### src/logic/port_a_pkg.sv
package port_a_pkg;

    // ------------------------------
    // Port line types
    // ------------------------------
    // Bit 5..0 = pin 7, pin 6, right, left, down, up; active low
    typedef logic [5:0] joy_lines_t;

    localparam joy_lines_t JOY_IDLE = 6'b111111;  // Nothing pressed, nothing driven
    localparam int JOY_PIN6 = 4;                  // Trigger A, used as VAUS shift clock

    // One PS/2 mouse delta, two's complement
    typedef logic signed [7:0] mouse_delta_t;

    // ------------------------------
    // Paddle emulation
    // ------------------------------
    typedef logic [1:0] pad_mode_t;

    localparam pad_mode_t PAD_NONE = 2'd0;
    localparam pad_mode_t PAD_VAUS = 2'd1;
    localparam pad_mode_t PAD_MSX  = 2'd2;

    typedef logic [8:0] paddle_pos_t;

    // Arkanoid VAUS knob range
    localparam paddle_pos_t VAUS_MIN    = 9'd110;
    localparam paddle_pos_t VAUS_MAX    = 9'd380;
    localparam paddle_pos_t VAUS_CENTER = 9'd236;

    // Time encoded MSX paddle, lower limit is zero
    localparam paddle_pos_t MSXPAD_MAX    = 9'd275;
    localparam paddle_pos_t MSXPAD_CENTER = 9'd127;

    // Codes 1 and 3 both select VAUS
    function automatic logic pad_is_vaus(input pad_mode_t mode);
        return mode[0];
    endfunction

    function automatic logic pad_is_msx(input pad_mode_t mode);
        return mode == PAD_MSX;
    endfunction

endpackage

### src/logic/port_a_connect.sv
`timescale 1ns/100ps

module port_a_connect import port_a_pkg::*; #(
    parameter int DISC_TICKS    = 800000,
    parameter int PRESCALE_BITS = 5
) (
    input  logic       clk_sys,
    input  logic       reset,
    input  joy_lines_t joy_i,
    input  pad_mode_t  pad_mode_i,
    input  logic [1:0] mouse_btn_i,
    input  logic       mouse_present_i,
    input  joy_lines_t mouse_lines_i,
    input  logic       pad_data_i,
    output logic       port_en_o,
    output joy_lines_t joy_o
);

    localparam int CNT_W = (DISC_TICKS < 1) ? 1 : $clog2(DISC_TICKS + 1);

    logic [PRESCALE_BITS-1:0] prescale_cnt;
    logic [CNT_W-1:0]         disc_cnt;
    pad_mode_t                pad_mode_q;
    logic                     present_q;
    logic                     dev_change;
    logic                     tick;

    // ------------------------------
    // Disconnect window
    // ------------------------------
    // Old device must look unplugged for a while before the new one shows up
    assign dev_change = (pad_mode_i != pad_mode_q) || (mouse_present_i != present_q);
    assign tick       = &prescale_cnt;

    always_ff @(posedge clk_sys) begin
        if (reset) begin
            prescale_cnt <= '0;
            pad_mode_q   <= PAD_NONE;
            present_q    <= 1'b0;
            disc_cnt     <= CNT_W'(DISC_TICKS);
            port_en_o    <= 1'b0;
        end else begin
            prescale_cnt <= prescale_cnt + 1'b1;  // Free running
            pad_mode_q   <= pad_mode_i;
            present_q    <= mouse_present_i;

            if (dev_change) begin
                disc_cnt  <= CNT_W'(DISC_TICKS);
                port_en_o <= 1'b0;
            end else if (tick) begin
                if (disc_cnt != '0)
                    disc_cnt <= disc_cnt - 1'b1;
                else
                    port_en_o <= 1'b1;  // Window over, plug back in
            end
        end
    end

    // ------------------------------
    // Line source select
    // ------------------------------
    always_comb begin
        if (!port_en_o)
            joy_o = JOY_IDLE;
        else if (pad_is_vaus(pad_mode_i))
            joy_o = {2'b11, pad_data_i, mouse_btn_i[1] & mouse_btn_i[0], 2'b11};
        else if (pad_is_msx(pad_mode_i))
            joy_o = {mouse_btn_i[1:0], pad_data_i, 3'b111};  // Buttons on pins 7 and 6
        else if (mouse_present_i)
            joy_o = mouse_lines_i;
        else
            joy_o = joy_i;  // Plain joystick
    end

endmodule

### src/logic/mouse_serializer.sv
`timescale 1ns/100ps

module mouse_serializer import port_a_pkg::*; #(
    parameter int MOUSE_TIMEOUT = 50000
) (
    input  logic         clk_sys,
    input  logic         reset,
    input  joy_lines_t   joy_i,
    input  logic         stra_i,
    input  logic         mouse_strobe_i,
    input  mouse_delta_t mouse_x_i,
    input  mouse_delta_t mouse_y_i,
    input  logic [1:0]   mouse_btn_i,
    output logic         mouse_present_o,
    output joy_lines_t   mouse_lines_o
);

    localparam int TO_W = (MOUSE_TIMEOUT < 1) ? 1 : $clog2(MOUSE_TIMEOUT + 1);

    logic              strobe_q;
    logic              stra_q;
    logic              stra_qq;
    logic              stra_toggle;
    logic              strobe_rise;
    logic [1:0]        phase;
    logic [TO_W-1:0]   timeout_cnt;
    mouse_delta_t      x_latch;
    mouse_delta_t      y_latch;

    // MSX reads the nibble with the top bit on up and the bottom bit on right
    function automatic logic [3:0] swap_nibble(input logic [3:0] n);
        return {n[0], n[1], n[2], n[3]};
    endfunction

    assign strobe_rise = mouse_strobe_i && !strobe_q;
    assign stra_toggle = stra_q != stra_qq;

    // ------------------------------
    // Delta latches
    // ------------------------------
    always_ff @(posedge clk_sys) begin
        if (mouse_present_o && stra_toggle && phase == 2'd3) begin
            x_latch <= '0;  // Deltas consumed
            y_latch <= '0;
        end
        if (strobe_rise) begin
            x_latch <= mouse_x_i;
            y_latch <= mouse_y_i;
        end
    end

    // ------------------------------
    // Presence and nibble stepping
    // ------------------------------
    always_ff @(posedge clk_sys) begin
        if (reset) begin
            strobe_q        <= 1'b0;
            stra_q          <= 1'b0;
            stra_qq         <= 1'b0;
            mouse_present_o <= 1'b0;
            phase           <= 2'd0;
            timeout_cnt     <= TO_W'(MOUSE_TIMEOUT);
            mouse_lines_o   <= JOY_IDLE;
        end else begin
            strobe_q <= mouse_strobe_i;
            stra_q   <= stra_i;
            stra_qq  <= stra_q;
            mouse_lines_o[5:4] <= mouse_btn_i;  // Pin 7 right, pin 6 left

            if (mouse_strobe_i)
                mouse_present_o <= 1'b1;
            else if (joy_i != JOY_IDLE)
                mouse_present_o <= 1'b0;  // Real joystick took over

            if (mouse_present_o) begin
                if (stra_toggle) begin
                    timeout_cnt <= TO_W'(MOUSE_TIMEOUT);
                    phase       <= phase + 1'b1;
                    case (phase)
                        2'd0: mouse_lines_o[3:0] <= swap_nibble(x_latch[7:4]);
                        2'd1: mouse_lines_o[3:0] <= swap_nibble(x_latch[3:0]);
                        2'd2: mouse_lines_o[3:0] <= swap_nibble(y_latch[7:4]);
                        default: mouse_lines_o[3:0] <= swap_nibble(y_latch[3:0]);
                    endcase
                end else if (timeout_cnt != '0) begin
                    timeout_cnt <= timeout_cnt - 1'b1;
                    if (timeout_cnt == TO_W'(1))
                        phase <= 2'd0;  // Host gave up, restart at X high
                end
            end
        end
    end

endmodule

### src/logic/paddle_position.sv
`timescale 1ns/100ps

module paddle_position import port_a_pkg::*; (
    input  logic         clk_sys,
    input  logic         reset,
    input  logic         mouse_strobe_i,
    input  mouse_delta_t mouse_x_i,
    input  logic         recenter_i,
    output paddle_pos_t  vaus_pos_o,
    output paddle_pos_t  msx_pos_o
);

    logic        strobe_q;
    logic        move;
    paddle_pos_t mag;
    paddle_pos_t vaus_next;
    paddle_pos_t msx_next;

    assign move = mouse_strobe_i && !strobe_q && (mouse_x_i != '0);

    // Positive X moves the knob left, negative moves it right
    always_comb begin
        if (!mouse_x_i[7]) begin
            mag = {2'b00, mouse_x_i[6:0]};

            if (vaus_pos_o < mag)
                vaus_next = VAUS_MIN;  // Would wrap
            else
                vaus_next = vaus_pos_o - mag;
            if (vaus_next < VAUS_MIN)
                vaus_next = VAUS_MIN;

            if (msx_pos_o < mag)
                msx_next = '0;
            else
                msx_next = msx_pos_o - mag;
        end else begin
            mag = {2'b00, ~mouse_x_i[6:0]} + 9'd1;  // Magnitude, up to 128

            vaus_next = vaus_pos_o + mag;
            if (vaus_next > VAUS_MAX)
                vaus_next = VAUS_MAX;

            msx_next = msx_pos_o + mag;
            if (msx_next > MSXPAD_MAX)
                msx_next = MSXPAD_MAX;
        end
    end

    // ------------------------------
    // Position registers
    // ------------------------------
    always_ff @(posedge clk_sys) begin
        if (reset) begin
            strobe_q   <= 1'b0;
            vaus_pos_o <= VAUS_CENTER;
            msx_pos_o  <= MSXPAD_CENTER;
        end else begin
            strobe_q <= mouse_strobe_i;
            if (recenter_i) begin
                vaus_pos_o <= VAUS_CENTER;
                msx_pos_o  <= MSXPAD_CENTER;
            end else if (move) begin
                vaus_pos_o <= vaus_next;
                msx_pos_o  <= msx_next;
            end
        end
    end

endmodule

### src/logic/paddle_fsm.sv
`timescale 1ns/100ps

module paddle_fsm import port_a_pkg::*; #(
    parameter int SCALER_TICKS = 257
) (
    input  logic        clk_sys,
    input  logic        reset,
    input  logic        port_en_i,
    input  pad_mode_t   pad_mode_i,
    input  logic        stra_i,
    input  joy_lines_t  joy_i,
    input  paddle_pos_t vaus_pos_i,
    input  paddle_pos_t msx_pos_i,
    output logic        pad_data_o,
    output logic        recenter_o
);

    localparam int SC_W = (SCALER_TICKS < 1) ? 1 : $clog2(SCALER_TICKS + 1);

    typedef enum logic [1:0] {
        STARTUP,
        WORK,
        COUNT,
        TAIL
    } state_t;

    state_t      state;
    paddle_pos_t shift_reg;
    paddle_pos_t pad_cnt;
    logic [SC_W-1:0] scaler;
    logic        stra_q;
    logic        stra_qq;
    logic        p6_q;
    logic        p6_qq;
    logic        stra_rise;
    logic        p6_rise;

    assign stra_rise  = stra_q && !stra_qq;
    assign p6_rise    = p6_q && !p6_qq;
    assign recenter_o = state == STARTUP;

    // ------------------------------
    // Paddle state machine
    // ------------------------------
    always_ff @(posedge clk_sys) begin
        if (reset) begin
            state      <= STARTUP;
            pad_data_o <= 1'b1;
            shift_reg  <= '0;
            pad_cnt    <= '0;
            scaler     <= '0;
            stra_q     <= 1'b0;
            stra_qq    <= 1'b0;
            p6_q       <= 1'b0;
            p6_qq      <= 1'b0;
        end else begin
            stra_q  <= stra_i;
            stra_qq <= stra_q;
            p6_q    <= joy_i[JOY_PIN6];
            p6_qq   <= p6_q;

            case (state)
                STARTUP: begin
                    pad_data_o <= 1'b1;  // Released
                    shift_reg  <= '0;
                    state      <= WORK;
                end
                WORK: begin
                    if (pad_is_vaus(pad_mode_i)) begin
                        pad_data_o <= shift_reg[8];  // MSB first
                        if (stra_rise)
                            shift_reg <= vaus_pos_i;
                        else if (p6_rise)
                            shift_reg <= {shift_reg[7:0], 1'b0};
                    end else if (pad_is_msx(pad_mode_i)) begin
                        pad_data_o <= 1'b0;
                        if (stra_rise) begin
                            pad_cnt    <= msx_pos_i;
                            scaler     <= SC_W'(SCALER_TICKS);
                            pad_data_o <= 1'b1;  // Start of the timed pulse
                            state      <= COUNT;
                        end
                    end
                end
                COUNT: begin
                    // One scaler period per position step
                    if (pad_cnt != '0) begin
                        if (scaler != '0) begin
                            scaler <= scaler - 1'b1;
                        end else begin
                            scaler  <= SC_W'(SCALER_TICKS);
                            pad_cnt <= pad_cnt - 1'b1;
                        end
                    end else begin
                        scaler <= SC_W'(SCALER_TICKS);
                        state  <= TAIL;
                    end
                end
                default: begin
                    // Extra period so position 0 still gives a pulse
                    if (scaler != '0)
                        scaler <= scaler - 1'b1;
                    else
                        state <= WORK;
                end
            endcase

            if (!port_en_i)
                state <= STARTUP;  // Hold while disconnected
        end
    end

endmodule

### src/logic/port_a_top.sv
`timescale 1ns/100ps

module port_a_top import port_a_pkg::*; #(
    parameter int DISC_TICKS    = 800000,  // About 1 s at 21.48 MHz
    parameter int PRESCALE_BITS = 5,
    parameter int MOUSE_TIMEOUT = 50000,
    parameter int SCALER_TICKS  = 257      // About 12 us per paddle step
) (
    input  logic         clk_sys,
    input  logic         reset,
    input  joy_lines_t   joy_i,
    input  pad_mode_t    pad_mode_i,
    input  logic         stra_i,
    input  logic         mouse_strobe_i,
    input  mouse_delta_t mouse_x_i,
    input  mouse_delta_t mouse_y_i,
    input  logic [1:0]   mouse_btn_i,
    output joy_lines_t   joy_o
);

    joy_lines_t  mouse_lines;
    logic        mouse_present;
    paddle_pos_t vaus_pos;
    paddle_pos_t msx_pos;
    logic        pad_data;
    logic        recenter;
    logic        port_en;

    port_a_connect #(
        .DISC_TICKS    (DISC_TICKS),
        .PRESCALE_BITS (PRESCALE_BITS)
    ) u_connect (
        .clk_sys         (clk_sys),
        .reset           (reset),
        .joy_i           (joy_i),
        .pad_mode_i      (pad_mode_i),
        .mouse_btn_i     (mouse_btn_i),
        .mouse_present_i (mouse_present),
        .mouse_lines_i   (mouse_lines),
        .pad_data_i      (pad_data),
        .port_en_o       (port_en),
        .joy_o           (joy_o)
    );

    mouse_serializer #(
        .MOUSE_TIMEOUT (MOUSE_TIMEOUT)
    ) u_mouse (
        .clk_sys         (clk_sys),
        .reset           (reset),
        .joy_i           (joy_i),
        .stra_i          (stra_i),
        .mouse_strobe_i  (mouse_strobe_i),
        .mouse_x_i       (mouse_x_i),
        .mouse_y_i       (mouse_y_i),
        .mouse_btn_i     (mouse_btn_i),
        .mouse_present_o (mouse_present),
        .mouse_lines_o   (mouse_lines)
    );

    paddle_position u_pad_pos (
        .clk_sys        (clk_sys),
        .reset          (reset),
        .mouse_strobe_i (mouse_strobe_i),
        .mouse_x_i      (mouse_x_i),
        .recenter_i     (recenter),
        .vaus_pos_o     (vaus_pos),
        .msx_pos_o      (msx_pos)
    );

    paddle_fsm #(
        .SCALER_TICKS (SCALER_TICKS)
    ) u_pad_fsm (
        .clk_sys    (clk_sys),
        .reset      (reset),
        .port_en_i  (port_en),
        .pad_mode_i (pad_mode_i),
        .stra_i     (stra_i),
        .joy_i      (joy_i),
        .vaus_pos_i (vaus_pos),
        .msx_pos_i  (msx_pos),
        .pad_data_o (pad_data),
        .recenter_o (recenter)
    );

endmodule

### config.mk
export PLATFORM = sky130hd
export DESIGN_NAME = port_a_top
export DESIGN_NICKNAME = d
export VERILOG_FILES = /design/src/logic/port_a_pkg.sv /design/src/logic/port_a_connect.sv /design/src/logic/mouse_serializer.sv /design/src/logic/paddle_position.sv /design/src/logic/paddle_fsm.sv /design/src/logic/port_a_top.sv
export SDC_FILE = /design/constraint.sdc
export NUM_CORES = 1
export LEC_CHECK = 0
export BUFFER_PORTS_ARGS = -buffer_cell sky130_fd_sc_hd__buf_2
export CELL_PAD_IN_SITES_DETAIL_PLACEMENT = 0
export CELL_PAD_IN_SITES_GLOBAL_PLACEMENT = 1
export CORE_AREA = 2 2 90 178
export DETAILED_ROUTE_END_ITERATION = 12
export DIE_AREA = 0 0 92 180
export PLACE_DENSITY = 0.82
export SLEW_MARGIN = 20
export SYNTH_ARGS = -nofsm -noshare
export SYNTH_HDL_FRONTEND = slang
export SYNTH_SLANG_ARGS = --single-unit
### constraint.sdc
create_clock -name clk_sys -period 8.05 [get_ports clk_sys]
set_input_delay 0.805 -clock clk_sys [delete_from_list [all_inputs] [get_ports clk_sys]]
set_output_delay 0.805 -clock clk_sys [all_outputs]
set_load 0.01 [all_outputs]
==> key figures, run 1 <==
Status
  • Status: finished, final reports clean

Drt
  • First-pass DRT Iterations: 6
  • Via count: between 6000 and 7000
  • Via density: 5.99
  • Final WL: ~20 mm
  • Routed Antenna Nets: 0
  • DRT iter0 DRCs: 351
  • WL/cell: ~18 µm
  • # DRC: 0

Die
  • Ports: 36
  • Starting Density: ~50%
  • Core ar.: around 15000 µm²
  • Die area: approximately 17000 µm²
  • Die X: 92 µm
  • Die Y: 180 µm
  • Row cnt: 64

Synthesis
  • Number of flops mapped to enable cells by yosys: 16
  • Mapped Cells: between 800 and 900
  • Share of flip-flops with an asynchronous set or reset: 0%
  • YS warnings: 0
  • Synth unique cells: a little under 80
  • Post-Syn Nets: 981
  • Syn avg cell area: around 8.5 µm²
  • Predominant post-synthesis flop cell: dfxtp_1
  • Synthesized area: 7610 µm²
  • Register area share after synthesis: roughly 34%
  • Yosys reg bits: roughly 120

Power and ir drop
  • Combinational share of power: a little under an eighth
  • Leakage power: between 0.003 and 0.004 µW
  • Sw Share: a little over a quarter
  • P_int: 1170 µW
  • Power density cells: 186 nW/µm²
  • Clock share of power: about half
  • NetSw: roughly 420 µW
  • Flop pwr share: 40.6%
  • Total design power: 1590 µW
  • Max VDD drop: 0.000118 V

Clock tree
  • Htree depth: 4
  • Skew-Pair Late Insertion Delay: approximately 420 ps
  • Root buffer cell: clkbuf_16
  • CTS tree: built
  • CTS resizes: 0
  • CTS Buf Count: 17
  • Max Root-Sink Buffers: 2
  • Clock Sinks: about 120
  • CTS clk-pin slew, worst paths: 60 ps
  • Hold_buf cts: 0
  • Setup bufs post-CTS: 0

Flow run
  • Max cap viols: 0

GRT
  • First-pass GRT wire length: approximately 33 mm
  • Largest net degree at the start of global routing: 57
  • GR Util All Layers: about a quarter
  • Met2 usage: around 45%
  • Met3 Resource Use GR: 4.27%
  • Via count of the first global-routing pass: ~6700
  • GR peak layer: met2
  • GR Overflow Total: 0
  • Initial antenna violation count: 0
  • Routing usage on met1: 24.7%

Final layout
  • Most common cell after layout, fill and taps aside: dfxtp_1
  • Multi-input gate area: between 4000 and 5000 µm²
  • Filler cells: 1387
  • Top reg by flops: u_connect.disc_cnt
  • Most frequent cells in the layout: dfxtp_1, nor2_1, nand2_1, a21oi_1, inv_1
  • Register area: about 2600 µm²
  • Largest registers: u_connect.disc_cnt: 20 flops, u_mouse.timeout_cnt: 16 flops
  • Share of layout cells above drive strength 1: approximately 11%
  • Nets: 1000
  • Max reg flops: 20
  • Diode count: 0
  • Layout area overhead: 11.8%

Timing
  • Final Setup Violations: 0
  • Fmax achieved: 278 MHz
  • Clock Skews: between 5 and 6 ps
  • Slew @ Worst Pin: between 900 and 1000 ps
  • Worst rel slew slack: about 33%
  • Final Max Tran Viols: 0
  • Setup TNS: 0 ps
  • RSZ-0062 raised after global routing: no
  • Tmin final: 3600 ps
  • Final Cycle Share: between 40% and 50%
  • Final hold vios: 0

Setup path
  • Crit Path Class: in2reg
  • CP Buf/Inv Count: 2
  • CP peak stage delay: around 470 ps
  • Critical path arrival: roughly 4000 ps
  • CP Launch Type: input pin
  • Crit path capture type: flop
  • Slowest-stage cell, CP: xnor2_1
  • CP cell instances: buf_2 > inv_1 > ha_1 > nand4_1 > xnor2_1 > ha_1 > o21a_1 > o21ai_0 > a221oi_1 > nor3_1 > a21oi_1 > o31ai_1 > a32o_1
  • Critical path fanouts, max: 5
  • CP top delay family: compound AO/OA/AOI/OAI gates
  • Worst Path Required: 8410 ps
  • Flop-to-flop setup slack: 4750 ps
  • Critical path's most frequent cell: ha_1

Placed design
  • Detailed placement HPWL: around 15 mm
  • Final GP Congestion: ~0.98
  • I/O Buffers: 35

Worst hold path
  • Hold Crit Class: reg2reg
[cells in the mapped netlist, types with 12 or more instances]
cell	instances	share of area, %
a211oi_1	14	1.4
a21oi_1	55	3.6
clkbuf_1	33	1.6
dfxtp_1	107	28
edfxtp_1	16	6.3
ha_1	49	8.1
inv_1	51	2.5
nand2_1	73	3.6
nand3_1	28	1.8
nor2_1	85	4.2
nor2b_1	18	1.5
nor3_1	37	2.4
nor4_1	14	1.2
o211ai_1	12	1.2
o21ai_0	41	2.7
xnor2_1	39	4.5
xor2_1	18	2.1
[cell type report]
class / count / area share, %
Timing Repair Buffer: 38 / 2.32
Inverter: 52 / 2.29
Sequential cell: 123 / 30.8
Multi-Input combinational cell: 685 / 54.7
Tap cell: 198 / 2.91
Clock buffer: 17 / 5.00
Clock inverter: 15 / 1.93
[final timing paths]
kind,depth (start not counted),endpoint,startpoint
worst max register to register,10,u_pad_pos.vaus_pos_o[0]$_SDFFE_PP0P_,u_pad_pos.vaus_pos_o[0]$_SDFFE_PP0P_
worst min register to register,1,u_connect.prescale_cnt[0]$_SDFF_PP0_,u_connect.prescale_cnt[0]$_SDFF_PP0_
worst max-delay path,13,u_pad_pos.vaus_pos_o[1]$_SDFFE_PP0P_,mouse_x_i[1]
worst min-delay path,1,u_connect.prescale_cnt[0]$_SDFF_PP0_,u_connect.prescale_cnt[0]$_SDFF_PP0_
[per-stage QoR]
stage          util [%]  cells  hold slack [ps]  setup WS [ps]  cell area (µm²)
4_1_cts            55.9   1128              454           4510             8510
3_3_place_gp       52.1   1096              422           4180             7920
2_1_floorplan         -    898              413           4590             7610
6_report           55.9   1128              450           4450             8510
5_1_grt            55.9   1128              477           4200             8510
3_5_place_dp       52.1   1096              440           4060             7920
[cells by family (layout without fill, tap and decap cells)]
logic type               after synthesis  count (layout)  synth area share (%)
AO/OA/AOI/OAI                        214             214                  19.2
XOR/XNOR                              57              57                  6.56
adder cells (fa/ha/maj)               53              53                  9.10
buffers and inverters                 90             122                  4.45
flip-flops                           123             123                  34.4
multiplexers                          17              17                  2.40
AND/OR/NAND/NOR                      344             344                  23.8
[metal layers]
metal	vias up	share of wire, %
met2	204	53
met3	60	3.7
met1	3197	37
met4	0	6.5
li1	3298	-
met5	-	0
[power by group through the flow]
stage	Sequential [µW]	Combinational, µW	Clock, µW
floorplan	653	130	0
global placement	657	171	0
detailed placement	658	176	0
CTS	645	177	776
global route	646	198	802
finish	645	179	763
Note: power is estimated with default switching activity, not from simulation.
==> run 2, diff against run 1 <==
- CORE_AREA: 2 2 90 178 -> 2 2 98 194
- DIE_AREA: 0 0 92 180 -> 0 0 100 196
- PLACE_DENSITY: 0.82 -> 0.73
- clock period: 8.05 -> 3.1 ns (I/O delays scaled with it)
==> key figures, run 2 (synthesized netlist as in run 1, its figures left out) <==
Status
  • Status: finished, final reports clean

Timing
  • Tmin final: roughly 3000 ps
  • Slew @ Worst Pin: 667 ps
  • Clock Skews: 12.1 ps
  • Final Setup Violations: 0
  • Final hold vios: 0
  • Final Max Tran Viols: 0
  • Setup TNS: 0 ps
  • Worst rel slew slack: 55.5%
  • Fmax achieved: about 330 MHz
  • Final Cycle Share: about 96%

Setup path
  • Flop-to-flop setup slack: approximately 110 ps
  • Worst Path Required: 3420 ps
  • CP Launch Type: flop
  • Critical path fanouts, max: 4
  • R2R Path End: u_pad_pos.vaus_pos_o[0]$_SDFFE_PP0P_
  • Slowest-stage cell, CP: or4_1
  • R2r startpoint: u_pad_pos.vaus_pos_o[0]$_SDFFE_PP0P_
  • CP peak stage delay: between 500 and 600 ps
  • Crit path capture type: flop
  • Crit Path Class: reg2reg
  • CP cell instances: buf_4 > ha_1 > fa_1 > a21oi_1 > o2111ai_1 > xnor2_1 > or4_1 > a21oi_2 > nor3_1 > a211o_1
  • Critical path arrival: 3310 ps
  • R2R cell count: 10

GRT
  • Via count of the first global-routing pass: 6825
  • First-pass GRT wire length: ~33 mm
  • Largest net degree at the start of global routing: 50
  • Initial antenna violation count: 0
  • GR Overflow Total: 0
  • GR Util All Layers: between 20% and 30%

Clock tree
  • CTS tree: built
  • Clock Sinks: about 120
  • CTS clk-pin slew, worst paths: approximately 60 ps
  • CTS Buf Count: 17
  • Root buffer cell: clkbuf_16
  • Skew-Pair Late Insertion Delay: 430 ps
  • Htree depth: 4
  • Max Root-Sink Buffers: 2

Drt
  • DRT iter0 DRCs: ~230
  • Routed Antenna Nets: 0
  • WL/cell: between 15 and 20 µm
  • Via count: between 6000 and 7000
  • Via density: ~5.7
  • Final WL: 20.8 mm
  • First-pass DRT Iterations: 5
  • # DRC: 0

Power and ir drop
  • Flop pwr share: between 40% and 50%
  • Clock share of power: about 45%
  • Total design power: between 4000 and 5000 µW
  • NetSw: roughly 1100 µW
  • Power density cells: between 400 and 500 nW/µm²
  • Combinational share of power: between 10% and 20%
  • P_int: between 2000 and 3000 µW
  • Max VDD drop: between 0.0004 and 0.0005 V
  • Sw Share: 26.3%
  • Leakage power: between 0.003 and 0.004 µW

Worst hold path
  • Hold path depth: 2
  • Hold EP: u_mouse.mouse_lines_o[5]$_SDFF_PP1_
  • Hold path start: mouse_btn_i[1]
  • Hold Crit Class: in2reg

Placed design
  • Final GP Congestion: between 0.8 and 0.9
  • Detailed placement HPWL: 16.1 mm
  • I/O Buffers: 35
  • Placed insts: 1177

Flow run
  • Max cap viols: 0

Final layout
  • Layout area overhead: 18.1%
  • Most frequent cells in the layout: dfxtp_1, nor2_1, nand2_1, buf_4, a21oi_1
  • Diode count: 0
  • Filler cells: around 1800
  • Finished Layout Cells: 1209
  • Register area: around 2600 µm²
  • Share of layout cells above drive strength 1: around 17%
  • Top reg by flops: u_connect.disc_cnt
  • Largest registers: u_connect.disc_cnt: 20 flops, u_mouse.timeout_cnt: 16 flops
  • Most common cell after layout, fill and taps aside: dfxtp_1
  • Multi-input gate area: between 4000 and 5000 µm²
  • Max reg flops: 20
  • Nets: approximately 1100

Die
  • Ports: 36
  • Core ar.: 18200 µm²
  • Die area: 19600 µm²
  • Starting Density: between 40% and 50%
  • Die X: about 100 µm
  • Row cnt: 70
  • Die Y: a little under 200 µm
[run 2: cell types whose count changed in the layout (fill, tap and decap cells not counted), sizes merged]
cell / delta
inv: -5
buf: +63
clkbuf: +4
bufinv: -2
clkinv: +2
clkinvlp: +1
[run 2: final cells by class]
cell class,instances,area share (%)
Clock buffer,21,5.36
Clock inverter,11,0.752
Inverter,52,2.17
Multi-Input combinational cell,685,52.1
Sequential cell,123,29.2
Tap cell,216,3.01
Timing Repair Buffer,101,7.46
[run 2: worst max-delay path by stage]
stage / startpoint / slack, ps / endpoint
detailed placement: mouse_x_i[1] / -260 / u_pad_pos.vaus_pos_o[0]$_SDFFE_PP0P_
global route: u_pad_pos.vaus_pos_o[0]$_SDFFE_PP0P_ / -10 / u_pad_pos.vaus_pos_o[0]$_SDFFE_PP0P_
floorplan: mouse_x_i[1] / 140 / u_pad_pos.vaus_pos_o[0]$_SDFFE_PP0P_
finish: u_pad_pos.vaus_pos_o[0]$_SDFFE_PP0P_ / 110 / u_pad_pos.vaus_pos_o[0]$_SDFFE_PP0P_
global placement: mouse_x_i[1] / -180 / u_pad_pos.vaus_pos_o[0]$_SDFFE_PP0P_
CTS: u_pad_pos.vaus_pos_o[0]$_SDFFE_PP0P_ / 20 / u_pad_pos.vaus_pos_o[3]$_SDFFE_PP1P_
[run 2: metrics by stage]
step	setup WS (ps)	hold WS, ps	area, µm²	util, %
6_report	111	102	8990	49.3
4_1_cts	17.7	92.0	8970	49.2
3_3_place_gp	-181	430	8420	46.2
2_1_floorplan	139	413	7610	-
5_1_grt	-14.6	112	8990	49.3
3_5_place_dp	-257	445	8420	46.2
[run 2: repair_timing]
| item | 4_1_cts | 5_1_grt |
|---|---|---|
| setup endpoints to repair | 2 | 5 |
| gates resized for setup | 2 | 7 |
| hold buffers | 0 | 0 |
| setup buffers | 0 | 0 |
[run 2: routing by layer]
layer	share of wire (%)	wire length (µm)	global-route usage [%]	vias to the layer above
li1	-	-	-	3420
met1	36	7440	20.3	3242
met2	55	11500	42.3	144
met3	2.5	515	3.14	65
met4	6.2	1300	14.7	0
met5	0	0	0	-
[run 2: worst max-delay path: cells and delay by family (launching register included)]
kind	cells	cell delay [ps]
and+or+nand+nor	2	620
DFF	1	310
AOI/OAI and AO/OA	4	990
adders and majority gates	2	650
xor gates and xnor gates	1	160
buffers and inverters	1	140
[run 2: power by group through the flow]
| stage | logic (µW) | clock network [µW] | registers [µW] |
|---|---|---|---|
| after floorplan | 338 | 0 | 1700 |
| after global placement | 528 | 0 | 1710 |
| after detailed placement | 529 | 0 | 1710 |
| after CTS | 533 | 1870 | 1670 |
| after global routing | 591 | 1940 | 1670 |
| final | 537 | 1840 | 1670 |
==> run 3, diff against run 2 <==
- CORE_AREA: 2 2 98 194 -> 2 2 90 178
- DIE_AREA: 0 0 100 196 -> 0 0 92 180
- PLACE_DENSITY: 0.73 -> 0.82
- RECOVER_POWER: unset -> 100
- clock period: 3.1 -> 3.7 ns (I/O delays scaled with it)
==> key figures, run 3 (synthesized netlist as in run 1, its figures left out) <==
Setup path
  • R2r startpoint: u_pad_pos.msx_pos_o[1]$_SDFFE_PP1P_
  • CP Buf/Inv Count: 0
  • Crit path capture type: flop
  • Critical path arrival: approximately 3600 ps
  • CP top delay family: compound AO/OA/AOI/OAI gates
  • Crit Path Class: reg2reg
  • Critical path fanouts, max: 8
  • CP cell instances: ha_1 > nor2b_1 > o31a_1 > o31a_1 > o41ai_1 > a2111oi_0 > a211o_1
  • CP Launch Type: flop
  • Slowest-stage cell, CP: o41ai_1
  • Worst Path Required: ~4000 ps
  • CP peak stage delay: between 1000 and 1500 ps
  • Crit. Startpoint: u_pad_pos.msx_pos_o[1]$_SDFFE_PP1P_
  • Critical path's most frequent cell: o31a_1

Timing
  • Clock Skews: 8.93 ps
  • Setup TNS: 0 ps
  • RSZ-0062 raised after global routing: no
  • Final hold vios: 0
  • Final Setup Violations: 0
  • Tmin final: roughly 3300 ps
  • Final Max Tran Viols: 36
  • Fmax achieved: just over 300 MHz
  • Worst rel slew slack: -5.27%
  • Slew @ Worst Pin: roughly 1600 ps
  • Final Cycle Share: ~90%

Die
  • Die Y: between 150 and 200 µm
  • Ports: 36
  • Core ar.: 15200 µm²
  • Starting Density: around half
  • Die X: about 90 µm
  • Die area: around 17000 µm²
  • Row cnt: 64

Final layout
  • Top reg by flops: u_connect.disc_cnt
  • Diode count: 0
  • Largest registers: u_connect.disc_cnt: 20 flops, u_mouse.timeout_cnt: 16 flops
  • Max reg flops: 20
  • Most frequent cells in the layout: dfxtp_1, nor2_1, nand2_1, a21oi_1, inv_1
  • Layout area overhead: 11.6%
  • Nets: approximately 1000
  • Most common cell after layout, fill and taps aside: dfxtp_1
  • Share of layout cells above drive strength 1: under 10%

GRT
  • Via count of the first global-routing pass: 6701
  • Largest net degree at the start of global routing: 36
  • Initial antenna violation count: 0
  • GR Overflow Total: 0
  • GR Util All Layers: 24.8%
  • First-pass GRT wire length: 32.5 mm

Power and ir drop
  • Leakage power: between 0.003 and 0.004 µW
  • Max VDD drop: roughly 0.00023 V
  • Power density cells: just over 400 nW/µm²
  • Total design power: 3480 µW

Clock tree
  • CTS resizes: 0
  • Clock Sinks: ~120
  • Skew-Pair Late Insertion Delay: roughly 410 ps
  • Root buffer cell: clkbuf_16
  • CTS clk-pin slew, worst paths: 60 ps
  • Setup bufs post-CTS: 0
  • Max Root-Sink Buffers: 2
  • Htree depth: 4
  • Hold_buf cts: 0
  • CTS Buf Count: 17
  • CTS tree: built

Worst hold path
  • Hold path start: stra_i
  • Hold Crit Class: in2reg

Drt
  • Final WL: slightly above 20 mm
  • Via density: around 6
  • First-pass DRT Iterations: 5
  • DRT iter0 DRCs: 370
  • Via count: a little under 7000
  • Routed Antenna Nets: 0
  • # DRC: 0
  • WL/cell: about 18 µm

Placed design
  • Final GP Congestion: 0.953
  • Detailed placement HPWL: approximately 16 mm
  • I/O Buffers: 35

Flow run
  • Max cap viols: 1

Status
  • Status: finished with violations
  • Failing checks: max-capacitance violations, max-slew violations
run 3: area by class of cell:
type / instances / area [µm²]
Clock buffer: 23 / 499
Multi-Input combinational cell: 685 / 4590
Clock inverter: 9 / 108
Fill cell: 1407 / 6720
Inverter: 52 / 195
Sequential cell: 123 / 2620
Tap cell: 198 / 248
Timing Repair Buffer: 45 / 229
run 3: worst register-to-register path, cell delays in order (launching register included):
cell and delay, ps:
dfxtp_1 500, ha_1 290, nor2b_1 140, o31a_1 280, o31a_1 290, o41ai_1 1010
a2111oi_0 310, a211o_1 360
run 3: metrics by stage:
stage          hold WS (ps)  setup slack [ps]  cells  area [µm²]  utilization, %
2_1_floorplan           413               679    898        7610               -
5_1_grt                 170               209   1135        8500            55.8
4_1_cts                 151               472   1135        8590            56.4
3_5_place_dp            434               168   1103        7980            52.5
6_report                165               415   1135        8500            55.8
3_3_place_gp            422               276   1103        7970            52.4
run 3: power breakdown:
group,internal (µW),switching (µW),leakage [µW],total (µW)
sequential,1380,20.7,0.00103,1400
combinational,152,239,0.00190,391
clock,1080,597,0.000299,1680
total,2620,856,0.00323,3480
run 3: path summary, 6_finish.rpt:
check	cells past startpoint	to	slack [ps]
min	2	u_mouse.stra_q$_SDFF_PP0_	170
max reg2reg	7	u_pad_pos.msx_pos_o[5]$_SDFFE_PP1P_	420
min reg2reg	1	u_connect.prescale_cnt[0]$_SDFF_PP0_	450
max	7	u_pad_pos.msx_pos_o[5]$_SDFFE_PP1P_	420
run 3: per-layer routing:
layer | routed length, µm | share of wire [%] | vias up | track usage (%)
met3 | 693 | 3.4 | 61 | 4.02
met1 | 7410 | 36 | 3239 | 24.0
li1 | - | - | 3314 | -
met4 | 1140 | 5.6 | 0 | 15.8
met2 | 11100 | 55 | 177 | 47.1
met5 | 0 | 0 | - | 0
